### config.mk
export PLATFORM = sky130hd
export DESIGN_NAME = qla_ctrl
export DESIGN_NICKNAME = d
export VERILOG_FILES = /design/src/design/qla_pkg.sv /design/src/design/reg_port.sv /design/src/design/dac_regs.sv /design/src/design/safety_check.sv /design/src/design/board_regs.sv /design/src/design/qla_ctrl.sv
export SDC_FILE = /design/constraint.sdc
export NUM_CORES = 1
export LEC_CHECK = 0
export BUFFER_PORTS_ARGS = -buffer_cell sky130_fd_sc_hd__buf_2
export CORE_AREA = 2 2 229 231
export DETAILED_ROUTE_END_ITERATION = 10
export DIE_AREA = 0 0 231 233
export GPL_TIMING_DRIVEN = 0
export PLACE_DENSITY = 0.45
export SLEW_MARGIN = 10
export SYNTH_ARGS = -nofsm -noshare
export SYNTH_HDL_FRONTEND = slang
export SYNTH_SLANG_ARGS = --single-unit
### constraint.sdc
create_clock -name sysclk -period 5.9 [get_ports sysclk]
set_input_delay 1.18 -clock sysclk [delete_from_list [all_inputs] [get_ports sysclk]]
set_output_delay 1.18 -clock sysclk [all_outputs]
set_load 0.01 [all_outputs]
### src/design/qla_pkg.sv
// QLA motor channel shared definitions
`default_nettype none

package qla_pkg;

    // ------------------------------------------------------------------------
    // sizing
    // ------------------------------------------------------------------------
    localparam int NUM_AXES     = 4;                       // motor axes on the board
    localparam int REQ_DEPTH    = 4;                       // queue depth = initial credits
    localparam int SAFETY_LIMIT = 4;                       // overcurrent cycles before trip

    localparam int QPTR_W = $clog2(REQ_DEPTH);             // queue pointer width
    localparam int AXIS_W = $clog2(NUM_AXES);              // axis index width
    localparam int CNT_W  = $clog2(SAFETY_LIMIT + 1);      // persistence counter width
    localparam int CHAN_W = 3;                             // channels 0..4
    localparam int OFF_W  = 4;                             // low nibble of the address

    // ------------------------------------------------------------------------
    // address map
    // ------------------------------------------------------------------------
    // addr[7:4] is the channel, addr[3:0] the offset, addr[15:8] must be zero
    localparam logic [CHAN_W-1:0] ADDR_CHAN0   = 3'd0;      // board registers
    localparam logic [OFF_W-1:0]  OFF_ADC_DATA = 4'd0;      // axis feedback current
    localparam logic [OFF_W-1:0]  OFF_DAC_CTRL = 4'd1;      // axis current command
    localparam logic [OFF_W-1:0]  OFF_STATUS   = 4'd0;      // chan 0 status/control

    localparam int CLR_BIT = 8;                             // status write: clear latches

    // host opcode
    typedef enum logic {
        REG_READ  = 1'b0,
        REG_WRITE = 1'b1
    } reg_op_e;

    // one host request
    typedef struct packed {
        reg_op_e     op;
        logic [15:0] addr;
        logic [31:0] wdata;
    } reg_req_t;

    // write strobe to the register blocks, data travels beside it
    typedef struct packed {
        logic              wen;
        logic [CHAN_W-1:0] chan;
        logic [OFF_W-1:0]  offset;
    } reg_wr_t;

    typedef logic [NUM_AXES-1:0][15:0] cur_vec_t;           // index 0 is axis 1
    typedef logic [NUM_AXES-1:0]       axis_mask_t;         // bit 0 is axis 1

endpackage

`default_nettype wire

### src/design/reg_port.sv
// Host request queue and register port
`timescale 1ns/1ps
`default_nettype none

module reg_port (
    input  logic              sysclk,
    input  logic              rst_n,
    input  logic              req_valid,   // one request per cycle, credit guarded
    input  qla_pkg::reg_req_t req,
    output logic              credit,      // one pulse per pop
    output logic              rsp_valid,
    output logic [31:0]       rsp_data,
    output qla_pkg::reg_wr_t  wr,          // registered write strobe
    output logic [31:0]       wdata,
    input  qla_pkg::cur_vec_t fb,
    input  qla_pkg::cur_vec_t cmd,
    input  logic [31:0]       status_word
);
    import qla_pkg::*;

    reg_req_t          mem [REQ_DEPTH];    // queue storage
    logic [QPTR_W-1:0] head;               // next entry out
    logic [QPTR_W-1:0] tail;               // next free slot
    logic [QPTR_W:0]   count;              // entries held
    logic              push;
    logic              pop;
    reg_req_t          head_req;
    logic              head_map;           // head address hits a channel
    logic              rd_pend;            // read popped last edge
    logic              rd_hit;             // and it was mapped
    logic [AXIS_W-1:0] axis_idx;
    logic [31:0]       rd_sel;

    function automatic logic [QPTR_W-1:0] ptr_inc(input logic [QPTR_W-1:0] p);
        return (p == QPTR_W'(REQ_DEPTH - 1)) ? '0 : p + 1'b1;
    endfunction

    // ------------------------------------------------------------------------
    // request queue
    // ------------------------------------------------------------------------
    assign push = req_valid;               // host never sends without credit
    assign pop  = (count != '0);           // drain one per cycle

    always_ff @(posedge sysclk or negedge rst_n) begin
        if (!rst_n) begin
            head   <= '0;
            tail   <= '0;
            count  <= '0;
            credit <= 1'b0;
        end else begin
            if (push)
                tail <= ptr_inc(tail);
            if (pop)
                head <= ptr_inc(head);
            case ({push, pop})
                2'b10:   count <= count + 1'b1;
                2'b01:   count <= count - 1'b1;
                default: count <= count;   // both or neither
            endcase
            credit <= pop;                 // slot freed, hand it back
        end
    end

    always_ff @(posedge sysclk) begin
        if (push)
            mem[tail] <= req;
    end

    // ------------------------------------------------------------------------
    // decode of the popped entry
    // ------------------------------------------------------------------------
    assign head_req = mem[head];
    assign head_map = (head_req.addr[15:8] == 8'h00) &&
                      (head_req.addr[7:4] <= 4'(NUM_AXES));

    always_ff @(posedge sysclk or negedge rst_n) begin
        if (!rst_n) begin
            wr      <= '0;
            rd_pend <= 1'b0;
            rd_hit  <= 1'b0;
        end else begin
            wr.wen <= pop && head_map && (head_req.op == REG_WRITE);
            if (pop) begin
                wr.chan   <= head_req.addr[4 +: CHAN_W];   // kept for the read mux too
                wr.offset <= head_req.addr[OFF_W-1:0];
            end
            rd_pend <= pop && (head_req.op == REG_READ);
            rd_hit  <= pop && head_map && (head_req.op == REG_READ);
        end
    end

    always_ff @(posedge sysclk) begin
        if (pop)
            wdata <= head_req.wdata;
    end

    // ------------------------------------------------------------------------
    // read data mux and response
    // ------------------------------------------------------------------------
    assign axis_idx = AXIS_W'(wr.chan - 1'b1);   // chan 1..4 -> 0..3

    always_comb begin
        rd_sel = '0;                             // unmapped offsets read zero
        if (wr.chan == ADDR_CHAN0) begin
            if (wr.offset == OFF_STATUS)
                rd_sel = status_word;
        end else if (wr.offset == OFF_ADC_DATA) begin
            rd_sel = {16'h0000, fb[axis_idx]};
        end else if (wr.offset == OFF_DAC_CTRL) begin
            rd_sel = {16'h0000, cmd[axis_idx]};
        end
    end

    always_ff @(posedge sysclk or negedge rst_n) begin
        if (!rst_n)
            rsp_valid <= 1'b0;
        else
            rsp_valid <= rd_pend;
    end

    always_ff @(posedge sysclk) begin
        if (rd_pend)
            rsp_data <= rd_hit ? rd_sel : '0;
    end

endmodule

`default_nettype wire

### src/design/dac_regs.sv
// Per-axis current command registers
`timescale 1ns/1ps
`default_nettype none

module dac_regs (
    input  logic              sysclk,
    input  logic              rst_n,
    input  qla_pkg::reg_wr_t  wr,
    input  logic [31:0]       wdata,       // low half is the setpoint
    output qla_pkg::cur_vec_t cmd          // dac setpoints, axis 1 at index 0
);
    import qla_pkg::*;

    axis_mask_t axis_we;                   // per-axis write enable

    // channel n+1, offset OFF_DAC_CTRL hits axis n
    always_comb begin
        for (int i = 0; i < NUM_AXES; i++) begin
            axis_we[i] = wr.wen &&
                         (wr.chan == CHAN_W'(i + 1)) &&
                         (wr.offset == OFF_DAC_CTRL);
        end
    end

    // ------------------------------------------------------------------------
    // command registers
    // ------------------------------------------------------------------------
    always_ff @(posedge sysclk or negedge rst_n) begin
        if (!rst_n) begin
            cmd <= '0;                     // amps commanded to zero
        end else begin
            for (int i = 0; i < NUM_AXES; i++) begin
                if (axis_we[i])
                    cmd[i] <= wdata[15:0];
            end
        end
    end

endmodule

`default_nettype wire

### src/design/safety_check.sv
// Overcurrent persistence check
`timescale 1ns/1ps
`default_nettype none

module safety_check (
    input  logic                sysclk,
    input  logic                rst_n,
    input  qla_pkg::cur_vec_t   fb,            // measured current
    input  qla_pkg::cur_vec_t   cmd,           // commanded current
    input  logic                safety_clear,  // drops all latches
    output qla_pkg::axis_mask_t disable_mask   // latched amp disable per axis
);
    import qla_pkg::*;

    logic [CNT_W-1:0] cnt [NUM_AXES];          // consecutive overcurrent cycles
    axis_mask_t       over;                    // fb > 2 * cmd this cycle

    // compare at 17 bits so 2*cmd cannot wrap
    always_comb begin
        for (int i = 0; i < NUM_AXES; i++) begin
            over[i] = {1'b0, fb[i]} > {cmd[i], 1'b0};
        end
    end

    // ------------------------------------------------------------------------
    // counters and latches
    // ------------------------------------------------------------------------
    always_ff @(posedge sysclk or negedge rst_n) begin
        if (!rst_n) begin
            for (int i = 0; i < NUM_AXES; i++)
                cnt[i] <= '0;
            disable_mask <= '0;
        end else if (safety_clear) begin
            for (int i = 0; i < NUM_AXES; i++)
                cnt[i] <= '0;                  // restart persistence from scratch
            disable_mask <= '0;
        end else begin
            for (int i = 0; i < NUM_AXES; i++) begin
                if (!over[i])
                    cnt[i] <= '0;              // any good sample restarts the run
                else if (cnt[i] != CNT_W'(SAFETY_LIMIT))
                    cnt[i] <= cnt[i] + 1'b1;   // saturate at the limit
                if (cnt[i] == CNT_W'(SAFETY_LIMIT))
                    disable_mask[i] <= 1'b1;   // sticky until cleared
            end
        end
    end

endmodule

`default_nettype wire

### src/design/board_regs.sv
// Channel 0 board status and control
`timescale 1ns/1ps
`default_nettype none

module board_regs (
    input  logic                sysclk,
    input  logic                rst_n,
    input  qla_pkg::reg_wr_t    wr,
    input  logic [31:0]         wdata,
    input  logic [3:0]          board_id,      // rotary switch
    input  qla_pkg::axis_mask_t disable_mask,  // from safety_check
    output logic [31:0]         status_word,   // read back at chan 0 offset 0
    output logic                safety_clear,  // one-cycle pulse
    output qla_pkg::axis_mask_t amp_active     // enable and not tripped
);
    import qla_pkg::*;

    axis_mask_t amp_enable;                    // host enable bits
    logic       status_we;                     // write to the status register

    assign status_we = wr.wen &&
                       (wr.chan == ADDR_CHAN0) &&
                       (wr.offset == OFF_STATUS);

    // ------------------------------------------------------------------------
    // control bits
    // ------------------------------------------------------------------------
    always_ff @(posedge sysclk or negedge rst_n) begin
        if (!rst_n) begin
            amp_enable   <= '0;                // amps off out of reset
            safety_clear <= 1'b0;
        end else begin
            if (status_we)
                amp_enable <= wdata[NUM_AXES-1:0];
            safety_clear <= status_we && wdata[CLR_BIT];   // self clearing
        end
    end

    // ------------------------------------------------------------------------
    // status word
    // ------------------------------------------------------------------------
    // [27:24] board id, [11:8] latched disable, [3:0] enable
    assign status_word = {4'h0, board_id,
                          12'h000, disable_mask,
                          4'h0, amp_enable};

    // tripped axes stay off even with enable set
    assign amp_active = amp_enable & ~disable_mask;

endmodule

`default_nettype wire

### src/design/qla_ctrl.sv
// QLA four-axis controller core
`timescale 1ns/1ps
`default_nettype none

module qla_ctrl (
    input  logic                sysclk,
    input  logic                rst_n,

    // host side
    input  logic                req_valid,
    input  qla_pkg::reg_req_t   req,
    output logic                credit,
    output logic                rsp_valid,
    output logic [31:0]         rsp_data,

    // amplifier side
    input  qla_pkg::cur_vec_t   fb,           // feedback currents, parallel
    input  logic [3:0]          board_id,
    output qla_pkg::cur_vec_t   cmd,          // current setpoints, parallel
    output qla_pkg::axis_mask_t amp_active
);
    import qla_pkg::*;

    // ------------------------------------------------------------------------
    // local wires between the blocks
    // ------------------------------------------------------------------------
    reg_wr_t     wr;                          // registered write strobe
    logic [31:0] wdata;                       // write data beside the strobe
    logic [31:0] status_word;                 // chan 0 read data
    logic        safety_clear;
    axis_mask_t  disable_mask;

    reg_port u_reg_port (
        .sysclk      (sysclk),
        .rst_n       (rst_n),
        .req_valid   (req_valid),     // in: host request
        .req         (req),
        .credit      (credit),        // out: credit return
        .rsp_valid   (rsp_valid),     // out: read response
        .rsp_data    (rsp_data),
        .wr          (wr),            // out: strobe to register blocks
        .wdata       (wdata),
        .fb          (fb),            // in: adc data reads
        .cmd         (cmd),           // in: dac readback
        .status_word (status_word)    // in: chan 0 readback
    );

    dac_regs u_dac_regs (
        .sysclk (sysclk),
        .rst_n  (rst_n),
        .wr     (wr),
        .wdata  (wdata),
        .cmd    (cmd)
    );

    // 1. feedback vs command every cycle  2. latch on persistent overcurrent
    safety_check u_safety_check (
        .sysclk       (sysclk),
        .rst_n        (rst_n),
        .fb           (fb),
        .cmd          (cmd),
        .safety_clear (safety_clear),
        .disable_mask (disable_mask)
    );

    board_regs u_board_regs (
        .sysclk       (sysclk),
        .rst_n        (rst_n),
        .wr           (wr),
        .wdata        (wdata),
        .board_id     (board_id),
        .disable_mask (disable_mask),
        .status_word  (status_word),
        .safety_clear (safety_clear),
        .amp_active   (amp_active)
    );

endmodule

`default_nettype wire

# Word level (Yosys, flattened, before mapping)
# Memories as Yosys holds them, arrays and structs flattened.
# Cells that the tools add are included.
[op_classes] addsub=9 magnitude_cmp=6 n_eq_ne=21 n_mux=27 n_bitwise=3 n_reduce_logical=25
[ops] cell="greater-than comparator 16 x 17 -> 1 bit" n=4
[ops] cell="binary-select mux 16 bit (select 2 bit)" n=2
[ops] cell="2-to-1 mux 32 bit" n=2
[ops] cell="2-to-1 mux 16 bit" n=3
[ops] cell="2-to-1 mux 28 bit" n=1
[ops] cell="2-to-1 mux 3 bit" n=8
[ops] cell="logical AND 1 bit" n=16
[ops] cell="adder 3 x 1 -> 3 bit, second input constant" n=5
[ops] cell="equality test 3 bit, second input constant" n=5
[ops] cell="2-to-1 mux 12 bit" n=1
[ops] cell="inequality test 3 x 2 -> 1 bit, second input constant" n=4
[ops] cell="inequality test 3 bit, second input constant" n=4
[ops] cell="nonzero test 2 bit" n=5
[ops] cell="logical NOT 8 bit" n=1
[ops] cell="equality test 2 bit, second input constant" n=3
[ops] cell="equality test 3 x 2 -> 1 bit, second input constant" n=2
[ops] cell="2-to-1 mux 1 bit" n=6
[ops] cell="one-hot mux 3 bit (2 select lines)" n=1
[ops] cell="adder 2 x 1 -> 2 bit, second input constant" n=2
[ops] cell="AND 4 bit" n=1
[ops] cell="equality test 4 x 1 -> 1 bit, second input constant" n=1
[ops] cell="less-or-equal comparator 4 x 3 -> 1 bit, second input constant" n=1
[ops] cell="logical NOT 4 bit" n=1
[ops] cell="2-to-1 mux 2 bit" n=2
[ops] cell="other kinds (10)" n=10
[word_totals] reg_bits=152 ram_bits=196 in_bits=120 output_inout_bits=102 word_cells=118 memories=1
[mem_list] name="u_reg_port.mem" words=4 width=49 read_ports=1 rd_clocked_by_memory_dff=0 write_ports=1 line="reg_port.sv:21" rtl="reg_req_t mem [REQ_DEPTH];"

# Logic depth before layout (Yosys ltp)
[logic_depth] depth_word=6 depth_mapped=9 ltp_nobuf=8

# By module
# A second synthesis with hierarchy kept.
[hier_totals] hier_cells=993 area_unflattened_um2=16404.5
[by_module_without_submodules] mod="reg_port" n_inst=1 cells_per_inst=512 area_per_inst_um2=10956.8
[by_module_without_submodules] mod="dac_regs" n_inst=1 cells_per_inst=140 area_per_inst_um2=2578.7
[by_module_without_submodules] mod="safety_check" n_inst=1 cells_per_inst=295 area_per_inst_um2=2401.1
[by_module_without_submodules] mod="board_regs" n_inst=1 cells_per_inst=46 area_per_inst_um2=467.9

# Worst setup path before layout
# Ideal clock, no wire load.
[synth_timing] path_type="reg-to-reg" start="reg u_reg_port.wr[4] (netlist name)" end="reg u_reg_port.rsp_data[8] (data pin)" setup_ps=269 t_arrival_ps=2313 slack_ps=3317 path_stages_with_launch=10 path_buffers=4 cell_sequence="dfrtp_1 buf_2 buf_2 inv_1 ha_1 clkbuf_1 clkbuf_1 mux4_2 a22oi_1 o21ai_0"
[synth_between] elab_chain_len=6
[synth_rtl] item="subtractor 2 x 1 -> 2 bit" line="reg_port.sv:100" rtl="assign axis_idx = AXIS_W'(wr.chan - 1'b1);"
[synth_rtl] item="binary-select mux 16 bit (select 2 bit)" line="reg_port.sv:110" rtl="rd_sel = {16'h0000, cmd[axis_idx]};"
[synth_rtl] item="2-to-1 mux 16 bit (implied by the code)" line="reg_port.sv:110"
[synth_rtl] item="2-to-1 mux 16 bit" line="reg_port.sv:109" rtl="end else if (wr.offset == OFF_DAC_CTRL) begin"
[synth_rtl] item="2-to-1 mux 32 bit" line="reg_port.sv:107" rtl="end else if (wr.offset == OFF_ADC_DATA) begin"
[synth_rtl] item="2-to-1 mux 32 bit *" line="reg_port.sv:104" rtl="if (wr.chan == ADDR_CHAN0) begin"
[synth_rtl] item="end signal, assigned" line="reg_port.sv:123" rtl="rsp_data <= rd_hit ? rd_sel : '0;"
[synth_rtl] item="end, declared" line="reg_port.sv:12" rtl="output logic [31:0] rsp_data,"
# Every way passes the cells marked *; elsewhere a longest branch is shown, timed or not. The select of a mux whose other input is x is not followed.
# A chain may end at the register's enable or synchronous reset.

# Worst setup path in the final report
[layout_timing] start="reg u_reg_port.wr[4] (netlist name)" end="reg u_reg_port.rsp_data[11] (data pin)"
[layout_between] elab_chain_len=6
[layout_rtl] item="subtractor 2 x 1 -> 2 bit" line="reg_port.sv:100"
[layout_rtl] item="binary-select mux 16 bit (select 2 bit)" line="reg_port.sv:110"
[layout_rtl] item="2-to-1 mux 16 bit (implied by the code)" line="reg_port.sv:110"
[layout_rtl] item="2-to-1 mux 16 bit" line="reg_port.sv:109"
[layout_rtl] item="2-to-1 mux 32 bit" line="reg_port.sv:107"
[layout_rtl] item="2-to-1 mux 32 bit *" line="reg_port.sv:104"
# Marks and branches as above.

==> results.cfg <==
[logic_synthesis]
synth_edf_count = 168
syn_area_sq_um = 12730
ys_seq_area_frac = 0.6005
yosys_register_bits = 272
async_reset_ff_frac = 0.3824
synth-warning-count = 0
ys.flop_type = edfxtp_1
postSynthCellCount = 853
synth_area_per_cell_sq_um = 14.93
yosys.cell_types.count = 49

[floorplanning]
dieArea_sq_um = 53820
core-area_sq_um = 51090
start_util = 0.2492
die_w_um = 231
die_y_um = 233
num_rows = 83
ios = 222

[critical_path]
worstSetupEndpointType = flop
cp.arrival_ps = 4070
critPathKind = flop to flop
required_ps = 6150
critPathMaxFanout = 10
start_kind = flop

[final_layout]
nets = 1294
layout_commonest_cell = buf_2
drive_gt1_frac = 0.3548
finalNonFillerCells = 1803
layout_common_cells = buf_2 (202), edfxtp_1 (168), dfrtp_1 (103)
area_growth_pct = 23.33

[clock_network]
cts_buffer_depth = 3
cts_resized = 0
cts_setup_buffers = 0
tritoncts = built
numCtsBuffers = 30
cts.sinks = 272
hold_buffers = 0
ctsRootBufferMaster = clkbuf_16
cts.clk_slew.worst_paths_ps = 60
clk_latency_ps = 580
htree_num_levels = 1

[timing]
worst_slew_pin_slew_ps = 900.0
setup_violations = 0
fmax_ghz = 0.2614
hold_viol = 0
skew_ps = 14.65
finalCritPeriodShare = 0.6483
hold_slack_ps = 484.3
slew_headroom = 0.3975
rsz0062_at_grt = false
min_period_ps = 3825
final_max_slew_viol_count = 0
setup_tns_ps = 0

[placement]
placed_cells = 1743
dp_hpwl_um = 29670
io_buffers = 193
routabilityCongestion = 0.8244

[global_routing]
antenna_found_initial = 8
grt_overflow = 0
grt_start_max_net_pins = 68
grt_pass1_wl_um = 56570
grt_usage = 0.1433
grt_pass1_vias = 8423

[detailed_routing]
routedWlPerCell_um = 21.53
drc = 0
via_count = 7934
initialDrtViolationCount = 425
drt_pass1_iterations = 4
routed_via_density = 4.400
drtAntennaViolNets = 0
routed_wl_um = 38820

[pwr]
power.total_mw = 6.738
powerDensity_nw_per_um2 = 429.0
p_leak_nw = 6.509
ir_worst_vdd_v = 0.0002673

[worst_hold_path]
hold_class = flop to flop

[status]
outcome = finished clean

[flow_run]
max-cap-violations = 0
-- cells by family after synthesis --
family / count (synthesis) / share of synthesized area
compound gates: 109 / 0.05109
xor+xnor: 7 / 0.004814
fa+ha+maj: 79 / 0.07821
buf+inv: 120 / 0.04195
flops: 272 / 0.6005
mux: 117 / 0.1597
other cells: 1 / 0.0002945
simple gates: 148 / 0.06347
-- routing by layer --
layer	global-route usage	vias up	share of wire	wire length [um]
met5	0	-	0.0013	52
met4	0.04254	8	0.030	1176
met3	0.03395	71	0.059	2288
met2	0.2390	206	0.48	18550
met1	0.1843	3969	0.43	16750
li1	-	3680	-	-
-- synthesized netlist by cell type (2+ instances only) --
| cell type | count | area, sq um |
|---|---|---|
| edfxtp_1 | 168 | 5045 |
| dfrtp_1 | 104 | 2603 |
| inv_1 | 81 | 304.0 |
| ha_1 | 78 | 975.9 |
| mux4_2 | 56 | 1261 |
| nand2_1 | 42 | 157.7 |
| o21ai_0 | 37 | 185.2 |
| mux2_2 | 33 | 371.6 |
| a21oi_1 | 29 | 145.1 |
| nor2_1 | 25 | 93.84 |
| mux2_4 | 24 | 360.4 |
| a22oi_1 | 16 | 120.1 |
| nor4_1 | 14 | 87.58 |
| buf_4 | 13 | 97.59 |
| clkbuf_1 | 13 | 48.80 |
| a21o_1 | 10 | 75.07 |
| buf_2 | 10 | 50.05 |
| nor3_1 | 10 | 50.05 |
| nand4_1 | 9 | 56.30 |
| and2_1 | 8 | 50.05 |
| nand3_1 | 8 | 40.04 |
| nor2b_1 | 7 | 43.79 |
| nand4b_1 | 5 | 43.79 |
| xnor2_1 | 5 | 43.79 |
| a211oi_1 | 4 | 30.03 |
| mux2i_1 | 4 | 40.04 |
| nand3b_1 | 4 | 30.03 |
| buf_6 | 3 | 33.78 |
| nand2_4 | 3 | 33.78 |
| o211ai_1 | 3 | 22.52 |
| o21a_1 | 3 | 22.52 |
| o22ai_1 | 3 | 18.77 |
| or3_1 | 3 | 18.77 |
| or2_2 | 2 | 12.51 |
| xor2_1 | 2 | 17.52 |
-- state kept, by name, summed over array words and instances (netlist names), 3 cells and up --
register and cells:
u_board_regs.amp_enable 4, u_dac_regs.cmd 64, u_reg_port.count 3, u_reg_port.mem 132
u_reg_port.rsp_data 20, u_reg_port.wdata 16, u_reg_port.wr 8, u_safety_check.cnt 12
u_safety_check.disable_mask 4
-- path summary, 6_finish.rpt --
check	startpoint	end	slack, ps	cells past startpoint
worst max-delay path	u_reg_port.wr[4]	u_reg_port.rsp_data[11]	2070	9
worst min-delay path	u_reg_port.count[2]	u_reg_port.count[2]	480	1
worst max register to register	u_reg_port.wr[4]	u_reg_port.rsp_data[11]	2070	9
worst min register to register	u_reg_port.count[2]	u_reg_port.count[2]	480	1
max in group asynchronous	rst_n	u_safety_check.cnt[10]	4680	2
min in group asynchronous	rst_n	u_reg_port.tail[0]	520	1
-- power by group --
part | internal, mW | switching, mW
clock | 1.04 | 0.785
sequential | 2.54 | 0.363
combinational | 0.912 | 1.11
-- worst max-delay path, stage by stage (launching register included) --
cell	delay [ps]
dfrtp_1	380
buf_2	250
buf_2	440
inv_1	150
ha_1	310
clkbuf_1	350
clkbuf_1	700
mux4_2	430
a22oi_1	250
o21ai_0	230
-- cell type report --
class / instances / area (sq um)
fill: 5181 / 35390
sequential: 272 / 7649
multi-input combinational: 472 / 4608
timing repair buffer: 199 / 1099
clock buffer: 44 / 884.6
tap: 680 / 850.8
inverter: 81 / 304.0
buffer: 39 / 231.5
clock inverter: 12 / 70.07
antenna: 4 / 10.01
-- through the flow --
step | util | instance area [sq um] | worst slack [ps]
final | 0.3074 | 15710 | 2075
after global routing | 0.3072 | 15700 | 1918
after CTS | 0.3072 | 15700 | 1997
after detailed placement | 0.2885 | 14740 | 2016
after global placement | 0.2856 | 14590 | 2009
after floorplan | - | 12780 | 3317
Note: power is estimated with default switching activity, not from simulation.
